$ cat config.mk
export PLATFORM = sky130hd
export DESIGN_NAME = host_read_port_flat
export DESIGN_NICKNAME = d
export VERILOG_FILES = /design/src/verilog/sigdecode_types_pkg.sv /design/src/verilog/poly_mem_pkg.sv /design/src/verilog/poly_mem_if.sv /design/src/verilog/host_read_port.sv /design/src/flat_wrapper.sv
export VERILOG_INCLUDE_DIRS = /design/src /design/src/verilog
export SDC_FILE = /design/constraint.sdc
export NUM_CORES = 1
export LEC_CHECK = 0
export ABC_CLOCK_PERIOD_IN_PS = 4590
export BUFFER_PORTS_ARGS = -buffer_cell sky130_fd_sc_hd__buf_2
export CAP_MARGIN = 20
export CORE_AREA = 5 5 89 91
export DETAILED_ROUTE_END_ITERATION = 6
export DIE_AREA = 0 0 94 96
export PLACE_DENSITY = 0.74
export SLEW_MARGIN = 0
export SYNTH_ARGS = -nofsm -noshare
export SYNTH_HDL_FRONTEND = slang
export SYNTH_SLANG_ARGS = --single-unit
$ cat constraint.sdc
create_clock -name clk -period 4.59 [get_ports clk]
set_input_delay 0.2295 -clock clk [delete_from_list [all_inputs] [get_ports clk]]
set_output_delay 0.2295 -clock clk [all_outputs]
set_load 0.01 [all_outputs]
$ cat src/verilog/sigdecode_settings.svh
/*
 * Signature z decoder constants
 * Modulus, gamma1 exponent, datapath widths and polynomial store sizes
 */
`ifndef SIGDECODE_SETTINGS_SVH
`define SIGDECODE_SETTINGS_SVH

// Prime modulus of the coefficient ring
`define SIGDEC_Q            8380417
// Gamma1 is a power of two and only its exponent is kept
`define SIGDEC_GAMMA1_BITS  19
`define SIGDEC_Z_BITS       20
// Internal adder width, one bit narrower than a stored coefficient
`define SIGDEC_REG_SIZE     23
`define SIGDEC_COEFF_BITS   24

// Ten bytes carry four 20-bit raw values
`define SIGDEC_CHUNK_BYTES  10
`define SIGDEC_LANES        4
`define SIGDEC_POLY_WORDS   64
`define SIGDEC_ADDR_BITS    6

`endif
$ cat src/verilog/sigdecode_types_pkg.sv
/*
 * Data types of the signature z decoder
 * Raw packed values, decoded coefficients and the ten byte chunk
 */
`default_nettype none
`include "sigdecode_settings.svh"

package sigdecode_types_pkg;

    // One raw value as it sits in the packed byte string
    typedef logic [`SIGDEC_Z_BITS-1:0] z_raw_t;

    // Decoded coefficient, always below q so the top bit stays zero
    typedef logic [`SIGDEC_COEFF_BITS-1:0] coeff_t;

    // --------------------
    // Chunk of the byte string
    // --------------------
    // Bytes arrive one at a time and are stored by position in the byte view
    // The decode lanes pick up the same bits as four raw values
    // Byte 0 lands in bits 7..0 so the raw values come out little endian
    typedef union packed {
        logic [`SIGDEC_CHUNK_BYTES-1:0][7:0] bytes;
        z_raw_t [`SIGDEC_LANES-1:0]          raw;
    } z_chunk_u;

endpackage

`default_nettype wire

$ cat src/verilog/poly_mem_pkg.sv
/*
 * Polynomial store types
 * Word and address formats of the 64 word coefficient memory
 */
`default_nettype none
`include "sigdecode_settings.svh"

package poly_mem_pkg;

    import sigdecode_types_pkg::*;

    // Four coefficients per word
    // Lane k of the word at address a holds coefficient 4*a + k
    typedef coeff_t [`SIGDEC_LANES-1:0] poly_word_t;

    // Word address into the store
    typedef logic [`SIGDEC_ADDR_BITS-1:0] poly_addr_t;

endpackage

`default_nettype wire

$ cat src/verilog/poly_mem_if.sv
/*
 * Polynomial memory bus of one requester
 * Request, write and address fields from the requester, grant and data back
 */
`timescale 1ns/1ns
`default_nettype none

interface poly_mem_if;

    import poly_mem_pkg::*;

    // Requester side
    // Req and the fields stay put until gnt is seen in the same cycle
    logic       req;
    logic       we;
    poly_addr_t addr;
    poly_word_t wdata;

    // Arbiter side
    // Read data shows up one cycle after the granted read
    logic       gnt;
    poly_word_t rdata;

    modport requester (
        output req, we, addr, wdata,
        input  gnt, rdata
    );

    modport arbiter (
        input  req, we, addr, wdata,
        output gnt, rdata
    );

endinterface

`default_nettype wire

$ cat src/verilog/host_read_port.sv
/*
 * Host read port
 * Fetches one coefficient by index through the arbiter and returns it with a valid pulse
 */
`timescale 1ns/1ns
`default_nettype none
`include "sigdecode_settings.svh"

module host_read_port (
    input  wire logic                  clk,
    input  wire logic                  reset_n,
    input  wire logic                  rd_req_i,
    input  wire logic [7:0]            rd_index_i,
    output logic                       rd_valid_o,
    output sigdecode_types_pkg::coeff_t rd_data_o,
    poly_mem_if.requester              mem
);

    typedef enum logic [1:0] {
        RD_IDLE,
        RD_REQ,
        RD_DATA
    } rd_state_e;

    rd_state_e  state_q;
    logic [7:0] index_q;

    // --------------------
    // Read sequence
    // --------------------
    // Requests are only taken when idle, one read is outstanding at most
    always_ff @(posedge clk or negedge reset_n) begin
        if (!reset_n) begin
            state_q <= RD_IDLE;
        end else begin
            case (state_q)
                RD_IDLE: if (rd_req_i) state_q <= RD_REQ;
                // Stay here as long as the decoder holds the memory
                RD_REQ:  if (mem.gnt) state_q <= RD_DATA;
                default: state_q <= RD_IDLE;
            endcase
        end
    end

    always_ff @(posedge clk) begin
        if (state_q == RD_IDLE && rd_req_i) begin
            index_q <= rd_index_i;
        end
    end

    // Upper index bits pick the word, the low two bits pick the lane
    assign mem.req   = (state_q == RD_REQ);
    assign mem.we    = 1'b0;
    assign mem.addr  = index_q[`SIGDEC_ADDR_BITS+1:2];
    assign mem.wdata = '0;

    // RAM data is valid in the cycle after the grant
    assign rd_valid_o = (state_q == RD_DATA);
    assign rd_data_o  = mem.rdata[index_q[1:0]];

endmodule

`default_nettype wire

$ cat src/flat_wrapper.sv
// flat-port wrapper written by rule: the top's interface ports become plain ports
module host_read_port_flat 
  (clk, reset_n, rd_req_i, rd_index_i, rd_valid_o, rd_data_o, mem_req, mem_we, mem_addr, mem_wdata, mem_gnt, mem_rdata);
  poly_mem_if mem_i ();
  input  wire logic clk;
  input  wire logic reset_n;
  input  wire logic rd_req_i;
  input  wire logic [7:0] rd_index_i;
  output logic rd_valid_o;
  output sigdecode_types_pkg::coeff_t rd_data_o;
  output wire logic [$bits(mem_i.req)-1:0] mem_req;
  output wire logic [$bits(mem_i.we)-1:0] mem_we;
  output wire logic [$bits(mem_i.addr)-1:0] mem_addr;
  output wire logic [$bits(mem_i.wdata)-1:0] mem_wdata;
  input wire logic [$bits(mem_i.gnt)-1:0] mem_gnt;
  input wire logic [$bits(mem_i.rdata)-1:0] mem_rdata;
  assign mem_req = mem_i.req;
  assign mem_we = mem_i.we;
  assign mem_addr = mem_i.addr;
  assign mem_wdata = mem_i.wdata;
  assign mem_i.gnt = mem_gnt;
  assign mem_i.rdata = mem_rdata;
  host_read_port u_core (.clk(clk), .reset_n(reset_n), .rd_req_i(rd_req_i), .rd_index_i(rd_index_i), .rd_valid_o(rd_valid_o), .rd_data_o(rd_data_o), .mem(mem_i));
endmodule
==> flow_summary_export.csv <==
group,metric,value,unit
run_status,status,"finished clean",
route,vias,1349,
critical_path,worstPathMaxFanout,24,
critical_path,reg2reg_from,"u_core.state_q[0]",
sta,slew_viol_final,0,
critical_path,crit_required,4360,ps
placed_design,gp_congestion,0.819,
route,wl_per_cell,15.5,µm
floorplanning,dieHeight,96,µm
placed_design,dpl.hpwl,5.39,mm
clock_network,cts_made_buffers,3,
sta,relSlewSlack,0.333,
route,drc,0,
yosys,yosysSeqAreaShare,0.168,
cells_and_area,areaGrowthSynthToFinish,23.9,%
power,ir_worst_vdd,0.114,mV
route,drt_iter0_drc,19,
sta,fin_crit_sh,0.464,
grt,grt_max_degree,25,
yosys,synth_top_area_share,0.448,
critical_path,crit_arrival,1900,ps
grt,grt_usage,0.109,
sta,final_hold_viol_count,0,
grt,grt_antenna_before_repair,1,
route,vias_per_cell,3.53,
clock_network,clock-sinks,10,
route,wirelength,5.93,mm
clock_network,cts_root_buf,"clkbuf_8",
critical_path,r2r_slack,3430,ps
sta,finClkSkew,3.58,ps
yosys,synthCells,150,
yosys,synth_cell_type_count,15,
yosys,syn_avg_cell_area,11.5,µm²
route,drt_pass1_iterations,3,
flow_run,cap_viol_max_count,0,
grt,grt_pass1_vias,1355,
sta,rsz0062_at_grt,"no",
floorplanning,io_pins,237,
clock_network,post-cts-setup-buffer-count,0,
critical_path,startpoint,"u_core.index_q[1]",
clock_network,clk_latency,230,ps
cells_and_area,final_cell_mix,"buf_2, conb_1, mux4_2",
clock_network,cts_buffer_depth,2,
placed_design,place_inst,377,
cells_and_area,layout_commonest_cell,"buf_2",
sta,layout_min_cycle_time,2130,ps
clock_network,clkTransAtPathRegs,50,ps
sta,setup_violations,0,
yosys,ys_ff_latch,10,
cells_and_area,layout-drive-gt1-share,0.580,
critical_path,reg2reg_depth,2,
critical_path,r2r-end,"u_core.index_q[4]",
critical_path,end_kind,"output port",
clock_network,hold_buffers,1,
grt,grt_overflow,0,
cells_and_area,diodes,0,
power,leakagePower,1.18,nW
clock_network,h-tree-depth,1,
clock_network,cts_tree,"done",
cells_and_area,finalNetCount,392,
yosys,ys_warn_count,0,
critical_path,worstSetupPathType,"register to output port",
floorplanning,die_x,94,µm
sta,setup_tns,0,ps
power,powerDensity,242,nW/µm²
sta,worst_slew_pin_slew,1000,ps
clock_network,cts_resized,0,
grt,grt_pass1_wl,7.43,mm
yosys,syn_area,1730,µm²
yosys,synth_area_leader_cell,"buf_4",
min_path,hold_path_class,"input port to register",
floorplanning,dieArea,9020,µm²
critical_path,setup.worst_path.end,"rd_data_o[21]",
sta,max_freq,469,MHz
floorplanning,start_util,0.244,
floorplanning,rows,31,
placed_design,numPortBuffers,139,
floorplanning,coreArea,7060,µm²
route,antenna_left,0,
cells_and_area,fin_cells,382,
critical_path,start_kind,"register",
yosys,ys_top_cells_by_area,"buf_4, mux4_2, edfxtp_1",
worst min-delay path by stage:
stage                  start           endpoint  cells past startpoint
6_report       rd_index_i[1]  u_core.index_q[1]                      1
5_1_grt        rd_index_i[1]  u_core.index_q[1]                      1
4_1_cts        rd_index_i[2]  u_core.index_q[2]                      1
3_5_place_dp         reset_n  u_core.state_q[0]                      1
3_3_place_gp         reset_n  u_core.state_q[1]                      1
2_1_floorplan        reset_n  u_core.state_q[0]                      0
final cells by class:
class	count	area, µm²
clock buffers	3	41.3
clock inverters	1	3.75
fillers	784	4920
multi-input cells	127	957
flip-flops and latches	10	290
well taps	99	124
repair buffers	142	721
power by group:
part / internal (mW) / switching [mW] / leakage [nW]
Clock: 0.0586 / 0.0339 / 0.0231
Sequential: 0.119 / 0.0194 / 0.0998
Combinational: 0.140 / 0.145 / 1.06
Total: 0.318 / 0.199 / 1.18
registers in the layout, indices dropped and copies added, names as in the netlist:
signal	count
u_core.state_q	2
u_core.index_q	8
per-stage QoR:
| stage | power [mW] | hold WS (ps) | util | instance area, µm² | setup WS, ps |
|---|---|---|---|---|---|
| floorplan | 0.388 | -66.1 | - | 2090 | 3110 |
| global placement | 0.418 | 14.8 | 0.295 | 2080 | 2760 |
| detailed placement | 0.424 | 17.4 | 0.295 | 2080 | 2730 |
| CTS | 0.523 | 163 | 0.303 | 2140 | 2460 |
| global route | 0.554 | 156 | 0.303 | 2140 | 2350 |
| finish | 0.517 | 171 | 0.303 | 2140 | 2460 |
Yosys cell counts:
cell type and instances:
nor2_1 1, buf_2 2, clkbuf_1 1, buf_4 103, mux4_2 20, nor2b_1 2, a211oi_1 1, buf_12 2
mux4_1 4, buf_6 1, nor3b_1 1, edfxtp_1 8, conb_1 1, dfrtp_1 2, and2_1 1
worst max-delay path, cell delays in order (launching register included):
cell	delay, ps
edfxtp_1	1000
mux4_1	480
buf_2	180
per-layer routing:
layer,share of wire,wire [µm],GRT usage
met1,0.33,1940,0.120
met2,0.53,3150,0.199
met3,0.13,791,0.0477
met4,0.0051,30,0.0156
met5,0.0022,13,0
logic make-up after synthesis:
logic type             count (synthesis)  synth area share
AO/OA/AOI/OAI                          1           0.00435
buffers and inverters                109             0.486
flip-flops                            10             0.168
multiplexers                          24             0.322
other                                  1           0.00217
AND/OR/NAND/NOR                        5            0.0174
Note: power is estimated with default switching activity, not from simulation.
