**src/verilog/sigdecode_settings.svh**
```systemverilog
/*
 * Signature z decoder constants
 * Modulus, gamma1 exponent, datapath widths and polynomial store sizes
 */
`ifndef SIGDECODE_SETTINGS_SVH
`define SIGDECODE_SETTINGS_SVH

// Prime modulus of the coefficient ring
`define SIGDEC_Q            8380417
// Gamma1 is a power of two and only its exponent is kept
`define SIGDEC_GAMMA1_BITS  19
`define SIGDEC_Z_BITS       20
// Internal adder width, one bit narrower than a stored coefficient
`define SIGDEC_REG_SIZE     23
`define SIGDEC_COEFF_BITS   24

// Ten bytes carry four 20-bit raw values
`define SIGDEC_CHUNK_BYTES  10
`define SIGDEC_LANES        4
`define SIGDEC_POLY_WORDS   64
`define SIGDEC_ADDR_BITS    6

`endif
```
**src/verilog/sigdecode_types_pkg.sv**
```systemverilog
/*
 * Data types of the signature z decoder
 * Raw packed values, decoded coefficients and the ten byte chunk
 */
`default_nettype none
`include "sigdecode_settings.svh"

package sigdecode_types_pkg;

    // One raw value as it sits in the packed byte string
    typedef logic [`SIGDEC_Z_BITS-1:0] z_raw_t;

    // Decoded coefficient, always below q so the top bit stays zero
    typedef logic [`SIGDEC_COEFF_BITS-1:0] coeff_t;

    // --------------------
    // Chunk of the byte string
    // --------------------
    // Bytes arrive one at a time and are stored by position in the byte view
    // The decode lanes pick up the same bits as four raw values
    // Byte 0 lands in bits 7..0 so the raw values come out little endian
    typedef union packed {
        logic [`SIGDEC_CHUNK_BYTES-1:0][7:0] bytes;
        z_raw_t [`SIGDEC_LANES-1:0]          raw;
    } z_chunk_u;

endpackage

`default_nettype wire

```
**src/verilog/poly_mem_pkg.sv**
```systemverilog
/*
 * Polynomial store types
 * Word and address formats of the 64 word coefficient memory
 */
`default_nettype none
`include "sigdecode_settings.svh"

package poly_mem_pkg;

    import sigdecode_types_pkg::*;

    // Four coefficients per word
    // Lane k of the word at address a holds coefficient 4*a + k
    typedef coeff_t [`SIGDEC_LANES-1:0] poly_word_t;

    // Word address into the store
    typedef logic [`SIGDEC_ADDR_BITS-1:0] poly_addr_t;

endpackage

`default_nettype wire

```
**src/verilog/poly_mem_if.sv**
```systemverilog
/*
 * Polynomial memory bus of one requester
 * Request, write and address fields from the requester, grant and data back
 */
`timescale 1ns/1ns
`default_nettype none

interface poly_mem_if;

    import poly_mem_pkg::*;

    // Requester side
    // Req and the fields stay put until gnt is seen in the same cycle
    logic       req;
    logic       we;
    poly_addr_t addr;
    poly_word_t wdata;

    // Arbiter side
    // Read data shows up one cycle after the granted read
    logic       gnt;
    poly_word_t rdata;

    modport requester (
        output req, we, addr, wdata,
        input  gnt, rdata
    );

    modport arbiter (
        input  req, we, addr, wdata,
        output gnt, rdata
    );

endinterface

`default_nettype wire

```
**src/verilog/poly_mem_arbiter.sv**
```systemverilog
/*
 * Fixed priority arbiter on the polynomial memory
 * Decoder writes win over host reads, the winner drives the RAM
 */
`timescale 1ns/1ns
`default_nettype none

module poly_mem_arbiter (
    input  wire logic                      clk,
    input  wire logic                      reset_n,
    poly_mem_if.arbiter                    dec,
    poly_mem_if.arbiter                    host,
    output logic                           ram_en_o,
    output logic                           ram_we_o,
    output poly_mem_pkg::poly_addr_t       ram_addr_o,
    output poly_mem_pkg::poly_word_t       ram_wdata_o,
    input  wire poly_mem_pkg::poly_word_t  ram_rdata_i
);

    logic dec_gnt;
    logic host_gnt;
    logic dec_rd_q;
    logic host_rd_q;

    // Host only gets the RAM in cycles the decoder leaves free
    assign dec_gnt  = dec.req;
    assign host_gnt = host.req && !dec.req;

    assign dec.gnt  = dec_gnt;
    assign host.gnt = host_gnt;

    // --------------------
    // RAM side mux
    // --------------------
    assign ram_en_o    = dec.req || host.req;
    assign ram_we_o    = dec_gnt ? dec.we : host.we;
    assign ram_addr_o  = dec_gnt ? dec.addr : host.addr;
    assign ram_wdata_o = dec_gnt ? dec.wdata : host.wdata;

    // Remember who read so the registered RAM output goes to the right port
    always_ff @(posedge clk or negedge reset_n) begin
        if (!reset_n) begin
            dec_rd_q  <= 1'b0;
            host_rd_q <= 1'b0;
        end else begin
            dec_rd_q  <= dec_gnt && !dec.we;
            host_rd_q <= host_gnt && !host.we;
        end
    end

    assign dec.rdata  = dec_rd_q ? ram_rdata_i : '0;
    assign host.rdata = host_rd_q ? ram_rdata_i : '0;

endmodule

`default_nettype wire

```
**src/flat_wrapper.sv**
```systemverilog
// flat-port wrapper written by rule: the top's interface ports become plain ports
module poly_mem_arbiter_flat 
  (clk, reset_n, ram_en_o, ram_we_o, ram_addr_o, ram_wdata_o, ram_rdata_i, dec_req, dec_we, dec_addr, dec_wdata, dec_gnt, dec_rdata, host_req, host_we, host_addr, host_wdata, host_gnt, host_rdata);
  poly_mem_if dec_i ();
  poly_mem_if host_i ();
  input  wire logic clk;
  input  wire logic reset_n;
  output logic ram_en_o;
  output logic ram_we_o;
  output poly_mem_pkg::poly_addr_t ram_addr_o;
  output poly_mem_pkg::poly_word_t ram_wdata_o;
  input  wire poly_mem_pkg::poly_word_t ram_rdata_i;
  input wire logic [$bits(dec_i.req)-1:0] dec_req;
  input wire logic [$bits(dec_i.we)-1:0] dec_we;
  input wire logic [$bits(dec_i.addr)-1:0] dec_addr;
  input wire logic [$bits(dec_i.wdata)-1:0] dec_wdata;
  output wire logic [$bits(dec_i.gnt)-1:0] dec_gnt;
  output wire logic [$bits(dec_i.rdata)-1:0] dec_rdata;
  input wire logic [$bits(host_i.req)-1:0] host_req;
  input wire logic [$bits(host_i.we)-1:0] host_we;
  input wire logic [$bits(host_i.addr)-1:0] host_addr;
  input wire logic [$bits(host_i.wdata)-1:0] host_wdata;
  output wire logic [$bits(host_i.gnt)-1:0] host_gnt;
  output wire logic [$bits(host_i.rdata)-1:0] host_rdata;
  assign dec_i.req = dec_req;
  assign dec_i.we = dec_we;
  assign dec_i.addr = dec_addr;
  assign dec_i.wdata = dec_wdata;
  assign dec_gnt = dec_i.gnt;
  assign dec_rdata = dec_i.rdata;
  assign host_i.req = host_req;
  assign host_i.we = host_we;
  assign host_i.addr = host_addr;
  assign host_i.wdata = host_wdata;
  assign host_gnt = host_i.gnt;
  assign host_rdata = host_i.rdata;
  poly_mem_arbiter u_core (.clk(clk), .reset_n(reset_n), .dec(dec_i), .host(host_i), .ram_en_o(ram_en_o), .ram_we_o(ram_we_o), .ram_addr_o(ram_addr_o), .ram_wdata_o(ram_wdata_o), .ram_rdata_i(ram_rdata_i));
endmodule
```
**config.mk**
```make
export PLATFORM = sky130hd
export DESIGN_NAME = poly_mem_arbiter_flat
export DESIGN_NICKNAME = d
export VERILOG_FILES = /design/src/verilog/sigdecode_types_pkg.sv /design/src/verilog/poly_mem_pkg.sv /design/src/verilog/poly_mem_if.sv /design/src/verilog/poly_mem_arbiter.sv /design/src/flat_wrapper.sv
export VERILOG_INCLUDE_DIRS = /design/src /design/src/verilog
export SDC_FILE = /design/constraint.sdc
export NUM_CORES = 1
export LEC_CHECK = 0
export BUFFER_PORTS_ARGS = -buffer_cell sky130_fd_sc_hd__clkbuf_2
export CORE_AREA = 2 2 233 235
export CTS_BUF_LIST = sky130_fd_sc_hd__clkbuf_16
export DETAILED_ROUTE_END_ITERATION = 8
export DIE_AREA = 0 0 235 237
export GPL_TIMING_DRIVEN = 0
export SLEW_MARGIN = 20
export SYNTH_ARGS = -nofsm -noshare
export SYNTH_HDL_FRONTEND = slang
export SYNTH_SLANG_ARGS = --single-unit
```
**constraint.sdc**
```tcl
create_clock -name clk -period 1.5 [get_ports clk]
set_clock_uncertainty 0.2 [all_clocks]
set_input_delay 0.075 -clock clk [delete_from_list [all_inputs] [get_ports clk]]
set_output_delay 0.075 -clock clk [all_outputs]
set_load 0.005 [all_outputs]
```
==> results of run 1 <==
==> metal layers <==
layer  vias up  share of wire  track usage
met3        61          0.070       0.0291
met5         -         0.0011            0
li1       2350              -            -
met2       426           0.51        0.255
met1      2323           0.39        0.159
met4         6          0.022       0.0211
==> worst min path at each step <==
stage	startpoint	end	slack, ns	depth (start not counted)
2_1_floorplan	reset_n	u_core.dec_rd_q$_DFF_PN0_	-0.42	0
3_3_place_gp	reset_n	u_core.host_rd_q$_DFF_PN0_	-0.34	1
3_5_place_dp	reset_n	u_core.host_rd_q$_DFF_PN0_	-0.34	1
4_1_cts	reset_n	u_core.dec_rd_q$_DFF_PN0_	0.04	2
5_1_grt	reset_n	u_core.dec_rd_q$_DFF_PN0_	0.04	2
6_report	reset_n	u_core.dec_rd_q$_DFF_PN0_	0.02	2
==> critical path, cell delays in order (launching register included) <==
cell and delay [ns]:
dfrtp_2 0.41, buf_12 0.14, clkbuf_16 0.16, clkbuf_8 0.16, and2_1 0.14, clkbuf_2 0.14
==> logic make-up (layout without fill, tap and decap cells) <==
family        Yosys count  count (layout)  share of synthesized area
buf+inv                33             661                     0.0664
flops                   2               2                     0.0184
mux                   103             103                      0.463
other cells             0               6                          0
simple gates          196             196                      0.452
==> flip-flops by register name (all words and copies together) (netlist names) <==
signal / cells
u_core.dec_rd_q: 1
u_core.host_rd_q: 1
==> synth_stat cells (all sizes together) <==
master,instances
and2,192
buf,14
clkbuf,19
dfrtp,2
mux2,103
nor2b,2
nor3b,1
or2,1
==> cell type report <==
cell class	instances	area, µm²
fillers	6199	45700
repair buffers	625	3420
multi-input cells	299	2690
well taps	696	871
plain buffers	33	508
clock buffers	3	75.1
flip-flops and latches	2	52.6
diodes	6	15.0
==> power groups by stage <==
| stage | Combinational [mW] | Sequential [mW] | Clock [mW] |
|---|---|---|---|
| after CTS | 2.03 | 0.0594 | 0.408 |
| after global placement | 1.78 | 0.0659 | 0 |
| after global routing | 2.14 | 0.0597 | 0.417 |
| after detailed placement | 1.78 | 0.0660 | 0 |
| after floorplan | 0.575 | 0.0598 | 0 |
| final | 2.01 | 0.0595 | 0.400 |
==> through the flow <==
step / cells / TNS (ns) / util
after floorplan: 334 / 0 / -
after global placement: 1632 / -48.69 / 0.124
after detailed placement: 1632 / -49.54 / 0.124
after CTS: 1656 / -15.12 / 0.141
after global routing: 1661 / -17.22 / 0.143
final: 1664 / -12.02 / 0.143
==> timing repair <==
item | in CTS | in global routing
setup endpoints to repair | 194 | 183
hold endpoints to repair | 4 | 0
setup buffers | 7 | 2
cloned | 11 | 1
gates resized for setup | 145 | 42
pin swaps | 35 | 3
hold buffers | 3 | 0
==> impl_metrics.toml, run 1 <==
[logic_synthesis]
ys_types = 12
synthTopCellsByArea = "and2_1 (44%), mux2_2 (32%), mux2_4 (14%), buf_6 (2.1%), clkbuf_1 (2.1%)"
syn_avg_cell_area_um2 = 8.13
yosysSeqAreaShare = 0.0184
ys.warnings.count = 0
ys_ff_latch = 2
synth_cells = 334
syn-num-nets = 640
synth.top_cell.area_share = 0.442
synth_top_area_cell = "and2_1"
synth_area_um2 = 2720

[pwr]
leakage_nw = 4.27
switching_share = 0.406
seqPwrFrac = 0.024
p_int_mw = 1.46
power_frac_clock = 0.162
power.switching_mw = 1.00
max-vdd-ir-drop_uv = 163
combPwrFrac = 0.814
power_mw = 2.47
powerDensity_nw_per_um2 = 323

[die]
core_um2 = 53300
io_pins = 604
die-area_um2 = 55700
chipHeight_um = 237
die_w_um = 235
start_util = 0.0510
rows = 85

[run_status]
violations = "setup timing"
status = "finished with violations"

[sta]
min_period_ns = 1.64
rsz0062_at_grt = "true"
worst_slew_pin_slew_ns = 0.475
hold_viol_final = 0
max_slew_margin = 0.683
fmax_mhz = 608
slew_viol_final = 0
worst_slack_ns = -0.145
setup_viol = 131
whs_ns = 0.0243
period_share = 1.10

[global_route]
antenna_found_initial = 21
grtUsageTotal = 0.136
gr-total-overflow = 0
grt_pass1_wl_mm = 49.5
grt_max_degree = 11
grt_pass1_vias = 5050

[setup_path]
worstPathArrival_ns = 1.37
critical_path_class = "flop to output pin"
critPathCaptureType = "output pin"
crit_fanout = 10
startpoint_type = "flop"
cp-startpoint = "u_core.dec_rd_q$_DFF_PN0_"
crit_end = "dec_rdata[62]"
cp.required_ns = 1.22

[place]
dpl.hpwl_mm = 36.8
pre_cts_slack_ns = -0.665
place_area_um2 = 6600
port_buffers = 602
gp_congestion = 0.965

[cts]
clkSinkCount = 2
clock_path_buffers = 2
cts-root-buf = "clkbuf_16"
cts_max_level = 1
cts_tree = "done"
clkTransAtPathRegs_ns = 0.03
cts_buffers = 3

[route]
num_vias = 5166
detail-route-antenna-nets = 0
dr.pass1.iters = 4
vias_per_cell = 3.10
wirelength_mm = 40.1
drt_iter0_drc = 122
wire_per_inst_um = 24.1
drc_errors = 0

[final_layout]
layout_commonest_cell = "clkbuf_2"
layout_common_cells = "clkbuf_2 (591), and2_1 (111), and2_4 (81), mux2_2 (77), mux2_4 (26)"
nNetsFinal = 1270
drive_above_1_share = 0.878
synthToLayoutAreaGrowth_pct = 181
final_cell_area_um2 = 7620

[flow_run]
maxCapViolCount = 0

[worst_hold_path]
min_path_type = "input port to async pin"
Power figures use the tool's default switching activity.
==> inputs of run 2 (changes only) <==
CORE_AREA = 2 2 237 239   (was 2 2 233 235)
DIE_AREA = 0 0 239 241   (was 0 0 235 237)
clock period = 1.9 ns   (was 1.5 ns; I/O delays follow)
==> impl_metrics.toml, run 2 (synthesized netlist as in run 1, its figures left out) <==
[run_status]
status = "completed"

[die]
start_util = 0.0495
rows = 86
chipHeight_um = 241
die-area_um2 = 57600
die_w_um = 239
io_pins = 604
core_um2 = 54900

[sta]
hold_viol_final = 0
fmax_mhz = 534
worst_slew_pin_slew_ns = 0.638
setup_viol = 0
slew_viol_final = 0
finalSetupTns_ns = 0
period_share = 0.986
rsz0062_at_grt = "false"
min_period_ns = 1.87
max_slew_margin = 0.574

[setup_path]
crit_fanout = 10
critPathCaptureType = "output pin"
cp_top_family = "buffers and inverters"
max_stage_delay_ns = 0.53
critical_path_class = "flop to output pin"
worstPathArrival_ns = 1.58
cp_num_buf_inv = 2
crit_slowest_cell = "clkbuf_1"
path_cells = "clkbuf_1 -> and2_1 -> clkbuf_2"
startpoint_type = "flop"
cp.required_ns = 1.60

[route]
drc_errors = 0
wire_per_inst_um = 23.1
num_vias = 4984
wirelength_mm = 38.2
drt_iter0_drc = 98
detail-route-antenna-nets = 0
dr.pass1.iters = 4
vias_per_cell = 3.02

[global_route]
grt_max_degree = 11
grt_pass1_wl_mm = 45.4
antenna_found_initial = 21
gr-total-overflow = 0
grtUsageTotal = 0.125
grt_pass1_vias = 4532

[cts]
cts_tree = "done"
clock_path_buffers = 2
cts_max_level = 1
clkSinkCount = 2
cts_buffers = 3
post-cts-setup-buffers = 0
clkTransAtPathRegs_ns = 0.03
cts-root-buf = "clkbuf_16"

[final_layout]
seq_area_um2 = 52.6
drive_above_1_share = 0.781
layout_commonest_cell = "clkbuf_2"
reg_top3 = "u_core.dec_rd_q (1), u_core.host_rd_q (1)"
synthToLayoutAreaGrowth_pct = 148
multi_input_area_um2 = 2480
nFillCells = 6402
layout_common_cells = "clkbuf_2 (612), and2_1 (192), mux2_2 (77), mux2_4 (26), clkbuf_1 (8)"
nNetsFinal = 1250
fin_cells = 1651
final_util = 0.123
final_cell_area_um2 = 6740

[pwr]
leakage_nw = 3.85
powerDensity_nw_per_um2 = 262
max-vdd-ir-drop_uv = 103

[place]
gp_congestion = 1.04
place_area_um2 = 6610
port_buffers = 602
dp_cells = 1640
dpl.hpwl_mm = 36.4

[worst_hold_path]
min_path_type = "input port to async pin"

[flow_run]
maxCapViolCount = 0
-- run 2: area by class of cell --
cell class / count / area share
multi-input combinational: 299 / 0.369
timing repair buffer: 605 / 0.451
antenna: 5 / 0.00186
sequential: 2 / 0.00779
tap: 704 / 0.131
clock buffer: 3 / 0.0111
buffer: 33 / 0.0288
-- run 2: per-stage QoR --
stage | setup WS, ns | hold slack, ns | power [mW]
floorplan | 0.681 | -0.401 | 0.501
global placement | -0.170 | -0.319 | 1.48
detailed placement | -0.158 | -0.317 | 1.48
CTS | 0.000594 | 0.0120 | 1.82
global route | 0.00661 | 0.0160 | 1.88
finish | 0.0271 | 0.00339 | 1.76
-- run 2: per-layer routing --
layer / wire length, µm / GRT usage / vias up
met5: 72 / 0 / -
met4: 956 / 0.0333 / 12
met3: 2890 / 0.0334 / 58
met2: 19800 / 0.237 / 409
met1: 14500 / 0.135 / 2195
li1: - / - / 2310
-- run 2: path summary, 6_finish.rpt --
kind | from | end | cells after the start
max | u_core.host_rd_q$_DFF_PN0_ | host_rdata[55] | 3
max in group asynchronous | reset_n | u_core.dec_rd_q$_DFF_PN0_ | 2
min in group clk | host_req | u_core.host_rd_q$_DFF_PN0_ | 2
min | reset_n | u_core.host_rd_q$_DFF_PN0_ | 2
-- run 2: report_power, final --
part           leakage (nW)  total [mW]  internal [mW]  switching (mW)
sequential           0.0235      0.0521         0.0452         0.00688
clock                0.0370       0.317          0.268          0.0489
combinational          3.79        1.40          0.692           0.703
total                  3.85        1.76           1.01           0.759
-- run 2: what timing repair did --
item / CTS / global route
hold buffers: 3 / 0
hold endpoints to repair: 4 / 0
endpoints found under the setup margin: 118 / 29
resized for setup: 6 / 11
==> inputs of run 3 (changes only) <==
CORE_AREA = 2 2 236 238   (was 2 2 237 239)
DIE_AREA = 0 0 238 240   (was 0 0 239 241)
clock period = 1.7 ns   (was 1.9 ns; I/O delays follow)
==> impl_metrics.toml, run 3 (synthesized netlist as in run 1, its figures left out) <==
[run_status]
status = "finished with violations"
violations = "hold timing"

[route]
drt_iter0_drc = 125
wire_per_inst_um = 20.5
dr.pass1.iters = 4
wirelength_mm = 34.1
drc_errors = 0
detail-route-antenna-nets = 0
vias_per_cell = 3.00
num_vias = 4987

[sta]
setup_viol = 0
fmax_mhz = 589
min_period_ns = 1.70
rsz0062_at_grt = "false"
whs_ns = -0.00660
hold_viol_final = 1
period_share = 1.00
worst_slew_pin_slew_ns = 0.359
finalSetupTns_ns = 0
max_slew_margin = 0.760
slew_viol_final = 0

[setup_path]
crit_end = "host_rdata[40]"
startpoint_type = "flop"
critPathCaptureType = "output pin"
worstPathArrival_ns = 1.41
cp.required_ns = 1.41
path_cells = "clkbuf_1 -> and2_1 -> clkbuf_2"
cp-startpoint = "u_core.host_rd_q$_DFF_PN0_"
critical_path_class = "flop to output pin"
crit_fanout = 10
crit_slowest_cell = "dfrtp_2"
max_stage_delay_ns = 0.50

[global_route]
grtUsageTotal = 0.110
gr-total-overflow = 0
grt_max_degree = 11
antenna_found_initial = 10
grt_pass1_wl_mm = 41.4
grt_pass1_vias = 4637

[final_layout]
nNetsFinal = 1258
reg_top3 = "u_core.dec_rd_q (1), u_core.host_rd_q (1)"
synthToLayoutAreaGrowth_pct = 154
layout_commonest_cell = "clkbuf_2"
layout_common_cells = "clkbuf_2 (609), and2_1 (191), mux2_2 (77), mux2_4 (26), buf_4 (10)"
final_util = 0.126
drive_above_1_share = 0.791
final_cell_area_um2 = 6890

[pwr]
power_mw = 1.97
powerDensity_nw_per_um2 = 286
max-vdd-ir-drop_uv = 225
leakage_nw = 3.94

[die]
chipHeight_um = 240
rows = 86
die_w_um = 238
start_util = 0.0497
io_pins = 604
die-area_um2 = 57100
core_um2 = 54700

[worst_hold_path]
min_path_type = "input port to flop"

[place]
gp_congestion = 1.02
place_area_um2 = 6610
port_buffers = 602
dpl.hpwl_mm = 32.1

[cts]
cts_max_level = 1
clock_path_buffers = 2
clkTransAtPathRegs_ns = 0.03
clkSinkCount = 2
cts_tree = "done"
cts_buffers = 3
cts-root-buf = "clkbuf_16"

[flow_run]
maxCapViolCount = 0
[run 3: changes by cell type in the layout (fill, tap and decap cells not counted), sizes merged]
cell | previous run | this run
buf | 15 | 26
clkbuf | 623 | 620
diode | 5 | 6
[run 3: critical path, delay by kind of cell, from the launching register on]
family | cells | cell delay, ns
flops | 1 | 0.50
simple gates | 1 | 0.22
buf+inv | 2 | 0.47
[run 3: stage by stage]
| stage | cells | worst slack, ns | hold slack, ns |
|---|---|---|---|
| floorplan | 334 | 0.491 | -0.411 |
| global placement | 1640 | -0.436 | -0.328 |
| detailed placement | 1640 | -0.450 | -0.326 |
| CTS | 1651 | 0.0152 | 0.0202 |
| global route | 1658 | 0.000996 | 0.0370 |
| finish | 1660 | 0.000821 | -0.00660 |
[run 3: worst min path at each step]
stage          depth (start not counted)                         end  slack [ns]  startpoint
2_1_floorplan                          0   u_core.dec_rd_q$_DFF_PN0_       -0.41     reset_n
3_3_place_gp                           1   u_core.dec_rd_q$_DFF_PN0_       -0.33     reset_n
3_5_place_dp                           1   u_core.dec_rd_q$_DFF_PN0_       -0.33     reset_n
4_1_cts                                2  u_core.host_rd_q$_DFF_PN0_        0.02    host_req
5_1_grt                                2  u_core.host_rd_q$_DFF_PN0_        0.04    host_req
6_report                               2  u_core.host_rd_q$_DFF_PN0_      -0.007    host_req
[run 3: repair_timing]
item	in CTS	in global routing
cloned	1	1
endpoints found under the setup margin	192	18
hold buffers	3	0
resized for setup	27	7
endpoints found under the hold margin	4	0
setup buffers	5	2
[run 3: area by class of cell]
type | instances | area (µm²)
Antenna cell | 6 | 15.0
Buffer | 32 | 248
Clock buffer | 3 | 75.1
Fill cell | 6384 | 47800
Multi-Input combinational cell | 299 | 2490
Sequential cell | 2 | 52.6
Tap cell | 704 | 881
Timing Repair Buffer | 614 | 3130
[run 3: layer usage]
metal	global-route usage	vias up	share of wire	wire [µm]
met5	0	-	0	0
met4	0.0301	0	0.035	1200
met3	0.0201	56	0.064	2200
met2	0.207	402	0.51	17200
met1	0.125	2205	0.39	13400
li1	-	2324	-	-
[run 3: power breakdown]
part           switching [mW]  internal, mW
sequential            0.00497        0.0505
clock                  0.0537         0.299
combinational           0.762         0.802
total                   0.821          1.15
