`src/verilog/sigdecode_settings.svh`:
```
/*
 * Signature z decoder constants
 * Modulus, gamma1 exponent, datapath widths and polynomial store sizes
 */
`ifndef SIGDECODE_SETTINGS_SVH
`define SIGDECODE_SETTINGS_SVH

// Prime modulus of the coefficient ring
`define SIGDEC_Q            8380417
// Gamma1 is a power of two and only its exponent is kept
`define SIGDEC_GAMMA1_BITS  19
`define SIGDEC_Z_BITS       20
// Internal adder width, one bit narrower than a stored coefficient
`define SIGDEC_REG_SIZE     23
`define SIGDEC_COEFF_BITS   24

// Ten bytes carry four 20-bit raw values
`define SIGDEC_CHUNK_BYTES  10
`define SIGDEC_LANES        4
`define SIGDEC_POLY_WORDS   64
`define SIGDEC_ADDR_BITS    6

`endif
```
`src/verilog/sigdecode_types_pkg.sv`:
```
/*
 * Data types of the signature z decoder
 * Raw packed values, decoded coefficients and the ten byte chunk
 */
`default_nettype none
`include "sigdecode_settings.svh"

package sigdecode_types_pkg;

    // One raw value as it sits in the packed byte string
    typedef logic [`SIGDEC_Z_BITS-1:0] z_raw_t;

    // Decoded coefficient, always below q so the top bit stays zero
    typedef logic [`SIGDEC_COEFF_BITS-1:0] coeff_t;

    // --------------------
    // Chunk of the byte string
    // --------------------
    // Bytes arrive one at a time and are stored by position in the byte view
    // The decode lanes pick up the same bits as four raw values
    // Byte 0 lands in bits 7..0 so the raw values come out little endian
    typedef union packed {
        logic [`SIGDEC_CHUNK_BYTES-1:0][7:0] bytes;
        z_raw_t [`SIGDEC_LANES-1:0]          raw;
    } z_chunk_u;

endpackage

`default_nettype wire

```
`src/verilog/poly_mem_pkg.sv`:
```
/*
 * Polynomial store types
 * Word and address formats of the 64 word coefficient memory
 */
`default_nettype none
`include "sigdecode_settings.svh"

package poly_mem_pkg;

    import sigdecode_types_pkg::*;

    // Four coefficients per word
    // Lane k of the word at address a holds coefficient 4*a + k
    typedef coeff_t [`SIGDEC_LANES-1:0] poly_word_t;

    // Word address into the store
    typedef logic [`SIGDEC_ADDR_BITS-1:0] poly_addr_t;

endpackage

`default_nettype wire

```
`src/verilog/poly_mem_if.sv`:
```
/*
 * Polynomial memory bus of one requester
 * Request, write and address fields from the requester, grant and data back
 */
`timescale 1ns/1ns
`default_nettype none

interface poly_mem_if;

    import poly_mem_pkg::*;

    // Requester side
    // Req and the fields stay put until gnt is seen in the same cycle
    logic       req;
    logic       we;
    poly_addr_t addr;
    poly_word_t wdata;

    // Arbiter side
    // Read data shows up one cycle after the granted read
    logic       gnt;
    poly_word_t rdata;

    modport requester (
        output req, we, addr, wdata,
        input  gnt, rdata
    );

    modport arbiter (
        input  req, we, addr, wdata,
        output gnt, rdata
    );

endinterface

`default_nettype wire

```
`src/verilog/z_chunk_decoder.sv`:
```
/*
 * Chunk decoder for the z field
 * Packs incoming bytes into chunks, decodes four lanes and writes one word per chunk
 */
`timescale 1ns/1ns
`default_nettype none
`include "sigdecode_settings.svh"

module z_chunk_decoder (
    input  wire logic       clk,
    input  wire logic       reset_n,
    input  wire logic       start_i,
    input  wire logic       zeroize_i,
    input  wire logic       byte_valid_i,
    input  wire logic [7:0] byte_i,
    output logic            done_o,
    poly_mem_if.requester   mem
);

    import sigdecode_types_pkg::*;
    import poly_mem_pkg::*;

    logic [3:0] byte_cnt_q;
    logic       byte_accept;
    logic       last_byte;
    z_chunk_u   asm_d;
    z_chunk_u   asm_q;
    z_chunk_u   chunk_q;
    logic       chunk_vld_q;
    logic       s1_vld_q;
    poly_addr_t word_addr_q;
    poly_word_t word_d;
    logic       wr_fire;

    // --------------------
    // Byte assembly
    // --------------------
    // Start and zeroize take the cycle so a byte strobed with them is dropped
    assign byte_accept = byte_valid_i && !start_i && !zeroize_i;
    assign last_byte   = byte_accept && (byte_cnt_q == 4'(`SIGDEC_CHUNK_BYTES - 1));

    // The incoming byte goes straight into its slot of the byte view
    always_comb begin
        asm_d = asm_q;
        asm_d.bytes[byte_cnt_q] = byte_i;
    end

    always_ff @(posedge clk or negedge reset_n) begin
        if (!reset_n) begin
            byte_cnt_q <= '0;
        end else if (zeroize_i || start_i) begin
            byte_cnt_q <= '0;
        end else if (byte_accept) begin
            byte_cnt_q <= last_byte ? 4'd0 : byte_cnt_q + 4'd1;
        end
    end

    // Partial chunk is wiped on zeroize
    always_ff @(posedge clk) begin
        if (zeroize_i) begin
            asm_q <= '0;
        end else if (byte_accept) begin
            asm_q <= asm_d;
        end
    end

    // The completed chunk moves out so the next chunk can start with no gap
    always_ff @(posedge clk) begin
        if (last_byte) begin
            chunk_q <= asm_d;
        end
    end

    // --------------------
    // Decode lanes
    // --------------------
    for (genvar k = 0; k < `SIGDEC_LANES; k++) begin : g_lane
        sigdecode_z_unit u_unit (
            .clk       (clk),
            .reset_n   (reset_n),
            .zeroize_i (zeroize_i),
            .data_i    (chunk_q.raw[k]),
            .data_o    (word_d[k])
        );
    end

    // Valid follows the chunk through the loaded chunk and the lane stage 1
    always_ff @(posedge clk or negedge reset_n) begin
        if (!reset_n) begin
            chunk_vld_q <= 1'b0;
            s1_vld_q    <= 1'b0;
        end else if (zeroize_i) begin
            chunk_vld_q <= 1'b0;
            s1_vld_q    <= 1'b0;
        end else begin
            chunk_vld_q <= last_byte;
            s1_vld_q    <= chunk_vld_q;
        end
    end

    // --------------------
    // Memory write
    // --------------------
    // The decoder has priority so the request is granted in the cycle it rises
    assign mem.req   = s1_vld_q;
    assign mem.we    = 1'b1;
    assign mem.addr  = word_addr_q;
    assign mem.wdata = word_d;

    assign wr_fire = mem.req && mem.gnt;

    always_ff @(posedge clk or negedge reset_n) begin
        if (!reset_n) begin
            word_addr_q <= '0;
        end else if (zeroize_i || start_i) begin
            word_addr_q <= '0;
        end else if (wr_fire) begin
            word_addr_q <= word_addr_q + poly_addr_t'(1);
        end
    end

    // Completion shows in the same cycle as the grant of the last word
    assign done_o = wr_fire && (word_addr_q == poly_addr_t'(`SIGDEC_POLY_WORDS - 1));

endmodule

`default_nettype wire

```
`src/verilog/sigdecode_z_unit.sv`:
```
/*
 * Decode lane for one raw z value
 * Two stage computation of gamma1 - r mod q
 */
`timescale 1ns/1ns
`default_nettype none
`include "sigdecode_settings.svh"

module sigdecode_z_unit (
    input  wire logic                       clk,
    input  wire logic                       reset_n,
    input  wire logic                       zeroize_i,
    input  wire sigdecode_types_pkg::z_raw_t data_i,
    output sigdecode_types_pkg::coeff_t      data_o
);

    localparam int W = `SIGDEC_REG_SIZE;
    localparam logic [W-1:0] GAMMA1 = W'(1) << `SIGDEC_GAMMA1_BITS;
    localparam logic [W-1:0] Q      = W'(`SIGDEC_Q);

    logic [W-1:0] opb0;
    logic [W:0]   sum0;
    logic [W-1:0] diff_q;
    logic         carry_q;
    logic [W-1:0] corr;

    // --------------------
    // Stage 1
    // --------------------
    // Subtraction as gamma1 plus the inverted raw value plus one
    assign opb0 = ~{{(W - `SIGDEC_Z_BITS){1'b0}}, data_i};
    assign sum0 = {1'b0, GAMMA1} + {1'b0, opb0} + {{W{1'b0}}, 1'b1};

    // A carry out means no borrow, so the difference is already non negative
    always_ff @(posedge clk or negedge reset_n) begin
        if (!reset_n) begin
            diff_q  <= '0;
            carry_q <= 1'b0;
        end else if (zeroize_i) begin
            diff_q  <= '0;
            carry_q <= 1'b0;
        end else begin
            diff_q  <= sum0[W-1:0];
            carry_q <= sum0[W];
        end
    end

    // --------------------
    // Stage 2
    // --------------------
    // A negative difference wraps modulo 2^23 and adding q brings it back into range
    assign corr = diff_q + Q;

    // Result lies in [0, q) so the extra top bit is always zero
    assign data_o = {1'b0, carry_q ? diff_q : corr};

endmodule

`default_nettype wire

```
`src/flat_wrapper.sv`:
```
// flat-port wrapper written by rule: the top's interface ports become plain ports
module z_chunk_decoder_flat import sigdecode_types_pkg::*; import poly_mem_pkg::*;
  (clk, reset_n, start_i, zeroize_i, byte_valid_i, byte_i, done_o, mem_req, mem_we, mem_addr, mem_wdata, mem_gnt, mem_rdata);
  poly_mem_if mem_i ();
  input  wire logic clk;
  input  wire logic reset_n;
  input  wire logic start_i;
  input  wire logic zeroize_i;
  input  wire logic byte_valid_i;
  input  wire logic [7:0] byte_i;
  output logic done_o;
  output wire logic [$bits(mem_i.req)-1:0] mem_req;
  output wire logic [$bits(mem_i.we)-1:0] mem_we;
  output wire logic [$bits(mem_i.addr)-1:0] mem_addr;
  output wire logic [$bits(mem_i.wdata)-1:0] mem_wdata;
  input wire logic [$bits(mem_i.gnt)-1:0] mem_gnt;
  input wire logic [$bits(mem_i.rdata)-1:0] mem_rdata;
  assign mem_req = mem_i.req;
  assign mem_we = mem_i.we;
  assign mem_addr = mem_i.addr;
  assign mem_wdata = mem_i.wdata;
  assign mem_i.gnt = mem_gnt;
  assign mem_i.rdata = mem_rdata;
  z_chunk_decoder u_core (.clk(clk), .reset_n(reset_n), .start_i(start_i), .zeroize_i(zeroize_i), .byte_valid_i(byte_valid_i), .byte_i(byte_i), .done_o(done_o), .mem(mem_i));
endmodule
```
`config.mk`:
```
export PLATFORM = sky130hd
export DESIGN_NAME = z_chunk_decoder_flat
export DESIGN_NICKNAME = d
export VERILOG_FILES = /design/src/verilog/sigdecode_types_pkg.sv /design/src/verilog/poly_mem_pkg.sv /design/src/verilog/poly_mem_if.sv /design/src/verilog/z_chunk_decoder.sv /design/src/verilog/sigdecode_z_unit.sv /design/src/flat_wrapper.sv
export VERILOG_INCLUDE_DIRS = /design/src /design/src/verilog
export SDC_FILE = /design/constraint.sdc
export NUM_CORES = 1
export LEC_CHECK = 0
export ABC_CLOCK_PERIOD_IN_PS = 2900
export BUFFER_PORTS_ARGS = -buffer_cell sky130_fd_sc_hd__buf_4
export CAP_MARGIN = 5
export CORE_MARGIN = 2
export CORE_UTILIZATION = 45
export CTS_CLUSTER_SIZE = 24
export DETAILED_ROUTE_END_ITERATION = 12
export PLACE_DENSITY = 0.72
export SYNTH_ARGS = -nofsm -noshare
export SYNTH_HDL_FRONTEND = slang
export SYNTH_SLANG_ARGS = --single-unit
```
`constraint.sdc`:
```
create_clock -name clk -period 2.9 [get_ports clk]
set_input_delay 0.145 -clock clk [delete_from_list [all_inputs] [get_ports clk]]
set_output_delay 0.145 -clock clk [all_outputs]
set_load 0.05 [all_outputs]
```
==> results of run 1 <==
-- cell usage after synthesis, types with 6 or more instances --
cell and number:
inv_1 18, nor2_1 121, nand4_1 26, xor2_1 60, xnor2_1 68, clkbuf_1 45, edfxtp_1 80, and2_1 9
ha_1 13, o21ai_0 14, a21boi_0 8, dfxtp_1 80, o21ai_1 8, nor4_1 27, nand4b_1 6, nand2b_1 15
or3_1 14, mux2_2 85, buf_1 6, dfrtp_1 108, and3_1 8, a21oi_1 30, nand3_1 38, or4_1 8
nor2b_1 25, nand2_1 83, nor3_1 48, nand3b_1 9, nor3b_1 7, a22o_1 64
-- cell type report --
class	instances	area [sq um]	share of cell area [%]
well taps	378	473	3.17
inverters	20	75.1	0.502
clock buffers	39	802	5.37
multi-input cells	849	5820	38.9
flip-flops and latches	268	6710	44.9
repair buffers	132	1020	6.85
clock inverters	10	43.8	0.293
-- timing repair --
action | 4_1_cts | 5_1_grt
hold buffers | 3 | 0
setup endpoints to repair | 0 | 6
hold endpoints to repair | 64 | 0
gates resized for setup | 0 | 1
-- metal layers --
metal / up-vias / track usage, % / routed length, um
met5: - / 0 / 0
li1: 4484 / - / -
met1: 4318 / 23.9 / 12500
met4: 0 / 4.34 / 415
met3: 31 / 1.78 / 983
met2: 154 / 28.0 / 12100
-- flip-flops by register name, indices dropped and copies added, names as in the netlist --
register	flops
u_core.g_lane.u_unit.diff_q	92
u_core.asm_q	80
u_core.chunk_q	80
u_core.mem.addr	6
u_core.byte_cnt_q	4
u_core.g_lane.u_unit.carry_q	4
u_core.chunk_vld_q	1
u_core.mem.req	1
-- metrics by stage --
step / setup WS, ps / setup TNS, ps / instance area, sq um / hold slack, ps / cells
CTS: 55.5 / 0 / 14900 / 0.00616 / 1696
global placement: 614 / 0 / 14100 / 260 / 1644
detailed placement: 617 / 0 / 14100 / 283 / 1644
finish: 87.9 / 0 / 14900 / 16.3 / 1696
floorplan: 234 / 0 / 12800 / -151 / 1195
global route: -4.44 / -4.44 / 14900 / 29.2 / 1696
-- path summary, 6_finish.rpt --
check,startpoint,endpoint,slack [ps],cells after the start
hold / removal,byte_i[2],u_core.asm_q[74]$_SDFFE_PP0P_,20,3
max in group asynchronous,reset_n,u_core.g_lane[2].u_unit.diff_q[2]$_DFF_PN0_,1930,3
setup / recovery,u_core.g_lane[0].u_unit.diff_q[15]$_DFF_PN0_,mem_wdata[22],90,5
min in group asynchronous,reset_n,u_core.mem.addr[3]$_DFFE_PN0P_,250,2
hold reg to reg,u_core.asm_q[76]$_SDFFE_PP0P_,u_core.asm_q[76]$_SDFFE_PP0P_,460,2
setup reg to reg,u_core.byte_cnt_q[1]$_DFFE_PN0P_,u_core.chunk_q[46]$_DFFE_PP_,630,6
-- power by group through the flow --
stage | combinational [mW] | clock, mW | sequential (mW)
after global routing | 0.638 | 3.47 | 3.96
after floorplan | 0.419 | 0 | 4.01
after global placement | 0.593 | 0 | 4.03
final | 0.599 | 3.24 | 3.95
after CTS | 0.605 | 3.33 | 3.95
after detailed placement | 0.600 | 0 | 4.03
-- worst max-delay path: stages (launching register included) --
cell and delay [ps]:
dfrtp_1 390, or4_4 560, or4b_4 570, nor4_4 240, xor2_1 170, buf_4 210
-- cells by family after synthesis --
kind of cell	Yosys count	share of synthesized area, %
and+or+nand+nor	467	19.1
DFF	268	52.3
AOI/OAI and AO/OA	151	8.58
xor gates and xnor gates	128	8.74
muxes	85	7.47
buffers and inverters	78	2.45
adders and majority gates	13	1.27
other	2	0.0586
==> reports/qor.yml, run 1 <==
outcome: "complete, no violations"
grt_pass1_vias: 8594
cts.sinks: 268
final_cell_mix: "127 x buf_4, 121 x nor2_1, 108 x dfrtp_1"
root_buffer: "clkbuf_16"
clkTransAtPathRegs_ps: 60
clock_skew_ps: 22.0
slew_headroom_pct: 45.9
hp-class: "input port to flip-flop"
finalHoldViolations: 0
drt_iter0_drc: 533
start_util_pct: 45.9
place.gp.congestion: 0.809
wl_per_cell_um: 15.3
p_comb_share_pct: 7.7
swShare_pct: 23.2
grt_first_pass_wirelength_mm: 42.9
synth_top_area_share_pct: 21.1
drv_slew: 0
cts_buffer_depth: 3
p_sw_mw: 1.81
antenna_cells: 0
utilization_pct: 53.5
core_area_sq_um: 27900
p_total_mw: 7.79
synth_cells: 1192
routed_wl_mm: 26.0
area_growth_pct: 16.5
viasPerCell: 5.30
grt_max_degree: 62
numPortBuffers: 113
grt_antenna_before_repair: 0
fin_crit_sh_pct: 97.0
die_w_um: 173
syn_area_per_cell_sq_um: 10.8
netlist_area_sq_um: 12800
hpwl_mm: 17.7
p_int_mw: 5.99
boundaryPins: 215
cts_buffers: 27
mostFrequentLayoutCell: "buf_4"
cts_tree: "done"
async_flop_share_pct: 40.3
post-route-drc-count: 0
num_rows: 61
dr.pass1.iters: 5
fillerInstances: 2463
synthFlopType: "dfrtp_1"
cp_max_fo: 4
synth.distinct_cells: 57
cp-end-kind: "output pin"
die_y_um: 173
max_freq_mhz: 356
finalNetCount: 1421
tightest_slew_ps: 803
via_count: 8987
powerDensity_nw_per_um2: 522
antenna_left: 0
cts_setup_buffers: 0
ys_warn_count: 0
clk_latency_ps: 520
power.leakage_nw: 6.19
report.final.setup_viol: 0
required_ps: 2760
synth.largest_area_cell: "dfrtp_1"
synth_edf_count: 80
crit_type: "flip-flop to output pin"
synth-seq-area-share_pct: 52.3
arrival_ps: 2670
ys_ff_latch: 268
fp.dieArea_sq_um: 29900
drive_gt1_share_pct: 20.7
pwr-share-seq_pct: 50.7
peakVddDrop_v: 0.000288
finalCriticalPeriod_ps: 2810
track_usage_pct: 16.9
drv_cap: 0
htreeDepth: 1
overflow: 0
cp-start-kind: "flip-flop"
rsz0062_at_grt: "yes"
clock_power_share_pct: 41.6
yosys-top-cells-area: "dfrtp_1 21%, edfxtp_1 19%, dfxtp_1 12%"
(Power assumes the default switching activity.)
==> run 2, diff against run 1 <==
ABC_AREA = 1   (was default)
==> run 2 against run 1 <==
Sequential share of layout area down 2.5 points. Routed wire length up 18%. Hold slack better by 45 ps. Clock-buffer cell count unchanged. Critical path depth up 2. Register-to-register slack better by 110 ps. Via count up 30%. Global-route usage up 2.2 points. Critical path type unchanged. Critical endpoint is now mem_wdata[94].
==> reports/qor.yml, run 2 <==
die_y_um: 179  # was 173 um
clkTransAtPathRegs_ps: 60  # about the same
wl_met3_mm: 1.30  # was 983 um
ys_warn_count: 0  # unchanged
min-delay-start: "zeroize_i"  # was byte_i[2]
top_layer_used: "met4"  # unchanged
largest_register_ffs: 92  # unchanged
cts_tree: "done"  # unchanged
place.gp.congestion: 0.891  # was 0.809
slew_headroom_pct: 50.2  # was 45.9%
reg2reg_from: "u_core.byte_cnt_q[1]$_DFFE_PN0P_"  # unchanged
met2_length_mm: 15.3  # was 12.1 mm
wl_per_cell_um: 13.3  # was 15.3 um
layoutNonFillerInstCount: 2305  # was 1696
track_usage_pct: 19.1  # was 16.9%
async_flop_share_pct: 40.3  # unchanged
grt_antenna_before_repair: 0  # unchanged
outcome: "complete, no violations"  # unchanged
via_count: 11707  # was 8987
largest-register: "u_core.g_lane.u_unit.diff_q"  # unchanged
syn_area_per_cell_sq_um: 7.72  # was 10.8 sq um
wl_met1_mm: 13.5  # was 12.5 mm
synth_cells: 1791  # was 1192
boundaryPins: 215  # unchanged
power.leakage_nw: 7.38  # was 6.19 nW
hpwl_mm: 22.1  # was 17.7 mm
finalCriticalPeriod_ps: 2490  # was 2810 ps
synth.largest_area_cell: "dfrtp_1"  # unchanged
worstSetupStartpoint: "u_core.g_lane[3].u_unit.diff_q[0]$_DFF_PN0_"  # was u_core.g_lane[0].u_unit.diff_q[15]$_DFF_PN0_
max_freq_mhz: 401  # was 356 MHz
clk_latency_ps: 530  # was 520 ps
grt_max_degree: 79  # was 62
yosysMostFrequentCell: "nand2_1"  # was nor2_1
yosys-top-cells-count: "520 x nand2_1, 249 x nor2_1, 183 x inv_1"  # was 121 x nor2_1, 108 x dfrtp_1, 85 x mux2_2
p_total_mw: 7.82  # was 7.79 mW
routed_wl_mm: 30.7  # was 26.0 mm
crit_type: "flip-flop to output pin"  # unchanged
cp-start-kind: "flip-flop"  # unchanged
rsz0062_at_grt: "no"  # was yes
drv_slew: 0  # unchanged
clock_skew_ps: 9.06  # was 22.0 ps
setup_tns_ps: 0  # unchanged
fin_crit_sh_pct: 85.9  # was 97.0%
place_ws_ps: 717  # was 617 ps
grt_pass1_vias: 10613  # was 8594
finalHoldViolations: 0  # unchanged
num_rows: 64  # was 61
antenna_cells: 0  # unchanged
numPortBuffers: 113  # unchanged
required_ps: 2760  # about the same
antenna_left: 0  # unchanged
cp-end-kind: "output pin"  # unchanged
powerDensity_nw_per_um2: 494  # was 522 nW/um^2
htreeDepth: 1  # unchanged
synth-seq-area-share_pct: 48.5  # was 52.3%
overflow: 0  # unchanged
final-seq-area_sq_um: 6710  # unchanged
post-route-drc-count: 0  # unchanged
tightest_slew_ps: 746  # was 803 ps
report.final.setup_viol: 0  # unchanged
netlist_area_sq_um: 13800  # was 12800 sq um
ys_ff_latch: 268  # unchanged
yosys-top-cells-area: "dfrtp_1 20%, edfxtp_1 17%, nand2_1 14%"  # was dfrtp_1 21%, edfxtp_1 19%, dfxtp_1 12%
drive_gt1_share_pct: 10.3  # was 20.7%
finalNetCount: 2011  # was 1421
worst_slack_ps: 409  # was 87.9 ps
viasPerCell: 5.08  # was 5.30
cp_max_fo: 6  # was 4
start_util_pct: 45.5  # was 45.9%
synth_edf_count: 80  # unchanged
dr.pass1.iters: 6  # was 5
synth.distinct_cells: 37  # was 57
fp.dieArea_sq_um: 32200  # was 29900 sq um
utilization_pct: 52.0  # was 53.5%
area_growth_pct: 14.4  # was 16.5%
peakVddDrop_v: 0.000464  # was 0.000288 V
arrival_ps: 2350  # was 2670 ps
drt_iter0_drc: 810  # was 533
reg_top3: "u_core.g_lane.u_unit.diff_q: 92 flops, u_core.asm_q: 80 flops, u_core.chunk_q: 80 flops"  # unchanged
hp-class: "input port to flip-flop"  # unchanged
multi_input_area_sq_um: 6080  # was 5820 sq um
synthFlopType: "dfrtp_1"  # unchanged
dp_cells: 2252  # was 1644
die_w_um: 179  # was 173 um
root_buffer: "clkbuf_16"  # unchanged
drv_cap: 0  # unchanged
cts_buffer_depth: 3  # unchanged
fillerInstances: 2807  # was 2463
synth_top_area_share_pct: 19.5  # was 21.1%
final_cell_mix: "520 x nand2_1, 249 x nor2_1, 182 x inv_1"  # was 127 x buf_4, 121 x nor2_1, 108 x dfrtp_1
grt_first_pass_wirelength_mm: 50.2  # was 42.9 mm
cts_buffers: 27  # unchanged
mostFrequentLayoutCell: "nand2_1"  # was buf_4
core_area_sq_um: 30400  # was 27900 sq um
cts.sinks: 268  # unchanged
[run 2: cell types whose count changed in the layout (fill, tap and decap cells not counted), sizes merged, moves of 28 or more]
| cell | change |
|---|---|
| nor4 | -28 |
| mux2 | -85 |
| nand3 | +124 |
| xnor2 | -43 |
| a22o | -64 |
| nand2 | +438 |
| nor2 | +134 |
| inv | +168 |
| o21ai | +105 |
[run 2: worst max-delay path, stage by stage (launching register included)]
cell and delay [ps]:
dfrtp_1 410, ha_1 220, nand2_1 60, nor2_1 330, nand3_1 270, nand3_1 160
xor2_1 160, buf_4 220
[run 2: cell families after synthesis]
family / share of synthesized area, %
other cells: 0.0543
compound gates: 7.40
fa+ha+maj: 1.18
buf+inv: 7.64
simple gates: 30.6
flops: 48.5
xor+xnor: 4.62
[run 2: through the flow]
stage | area, sq um | hold slack (ps)
final | 15800 | 61.7
after global placement | 15000 | 181
after CTS | 15800 | 49.5
after detailed placement | 15000 | 193
after global routing | 15800 | 63.8
after floorplan | 13800 | -151
[run 2: cell type report]
type | instances | share of cell area (%)
well taps | 396 | 3.13
clock buffers | 39 | 4.94
clock inverters | 11 | 0.340
multi-input cells | 1278 | 38.4
repair buffers | 126 | 6.34
flip-flops and latches | 268 | 42.4
inverters | 187 | 4.44
[run 2: report_power, final]
group	internal, mW	total, mW	switching (mW)
logic	0.161	0.630	0.469
registers	3.91	3.95	0.0377
clock network	1.86	3.24	1.37
total	5.93	7.82	1.88
[run 2: repair_timing]
action | in CTS | in global routing
hold buffers | 3 | 0
hold endpoints to repair | 55 | 0
resized for setup | 0 | 0
setup buffers | 0 | 0
[run 2: per-layer routing]
layer	up-vias	global-route usage, %
met4	0	5.34
li1	5941	-
met5	-	0
met3	51	2.11
met1	5475	24.5
met2	240	34.2
[run 2: path summary, 6_finish.rpt]
check                                                               endpoint  slack (ps)  depth (start not counted)
worst min register to register                  u_core.asm_q[1]$_SDFFE_PP0P_         470                          2
max in group asynchronous       u_core.g_lane[0].u_unit.diff_q[21]$_DFF_PN0_        2030                          3
worst max register to register                 u_core.asm_q[74]$_SDFFE_PP0P_         740                          7
worst min-delay path            u_core.g_lane[0].u_unit.diff_q[12]$_DFF_PN0_          60                          2
min in group asynchronous       u_core.g_lane[2].u_unit.diff_q[18]$_DFF_PN0_         170                          2
worst max-delay path                                           mem_wdata[94]         410                          7
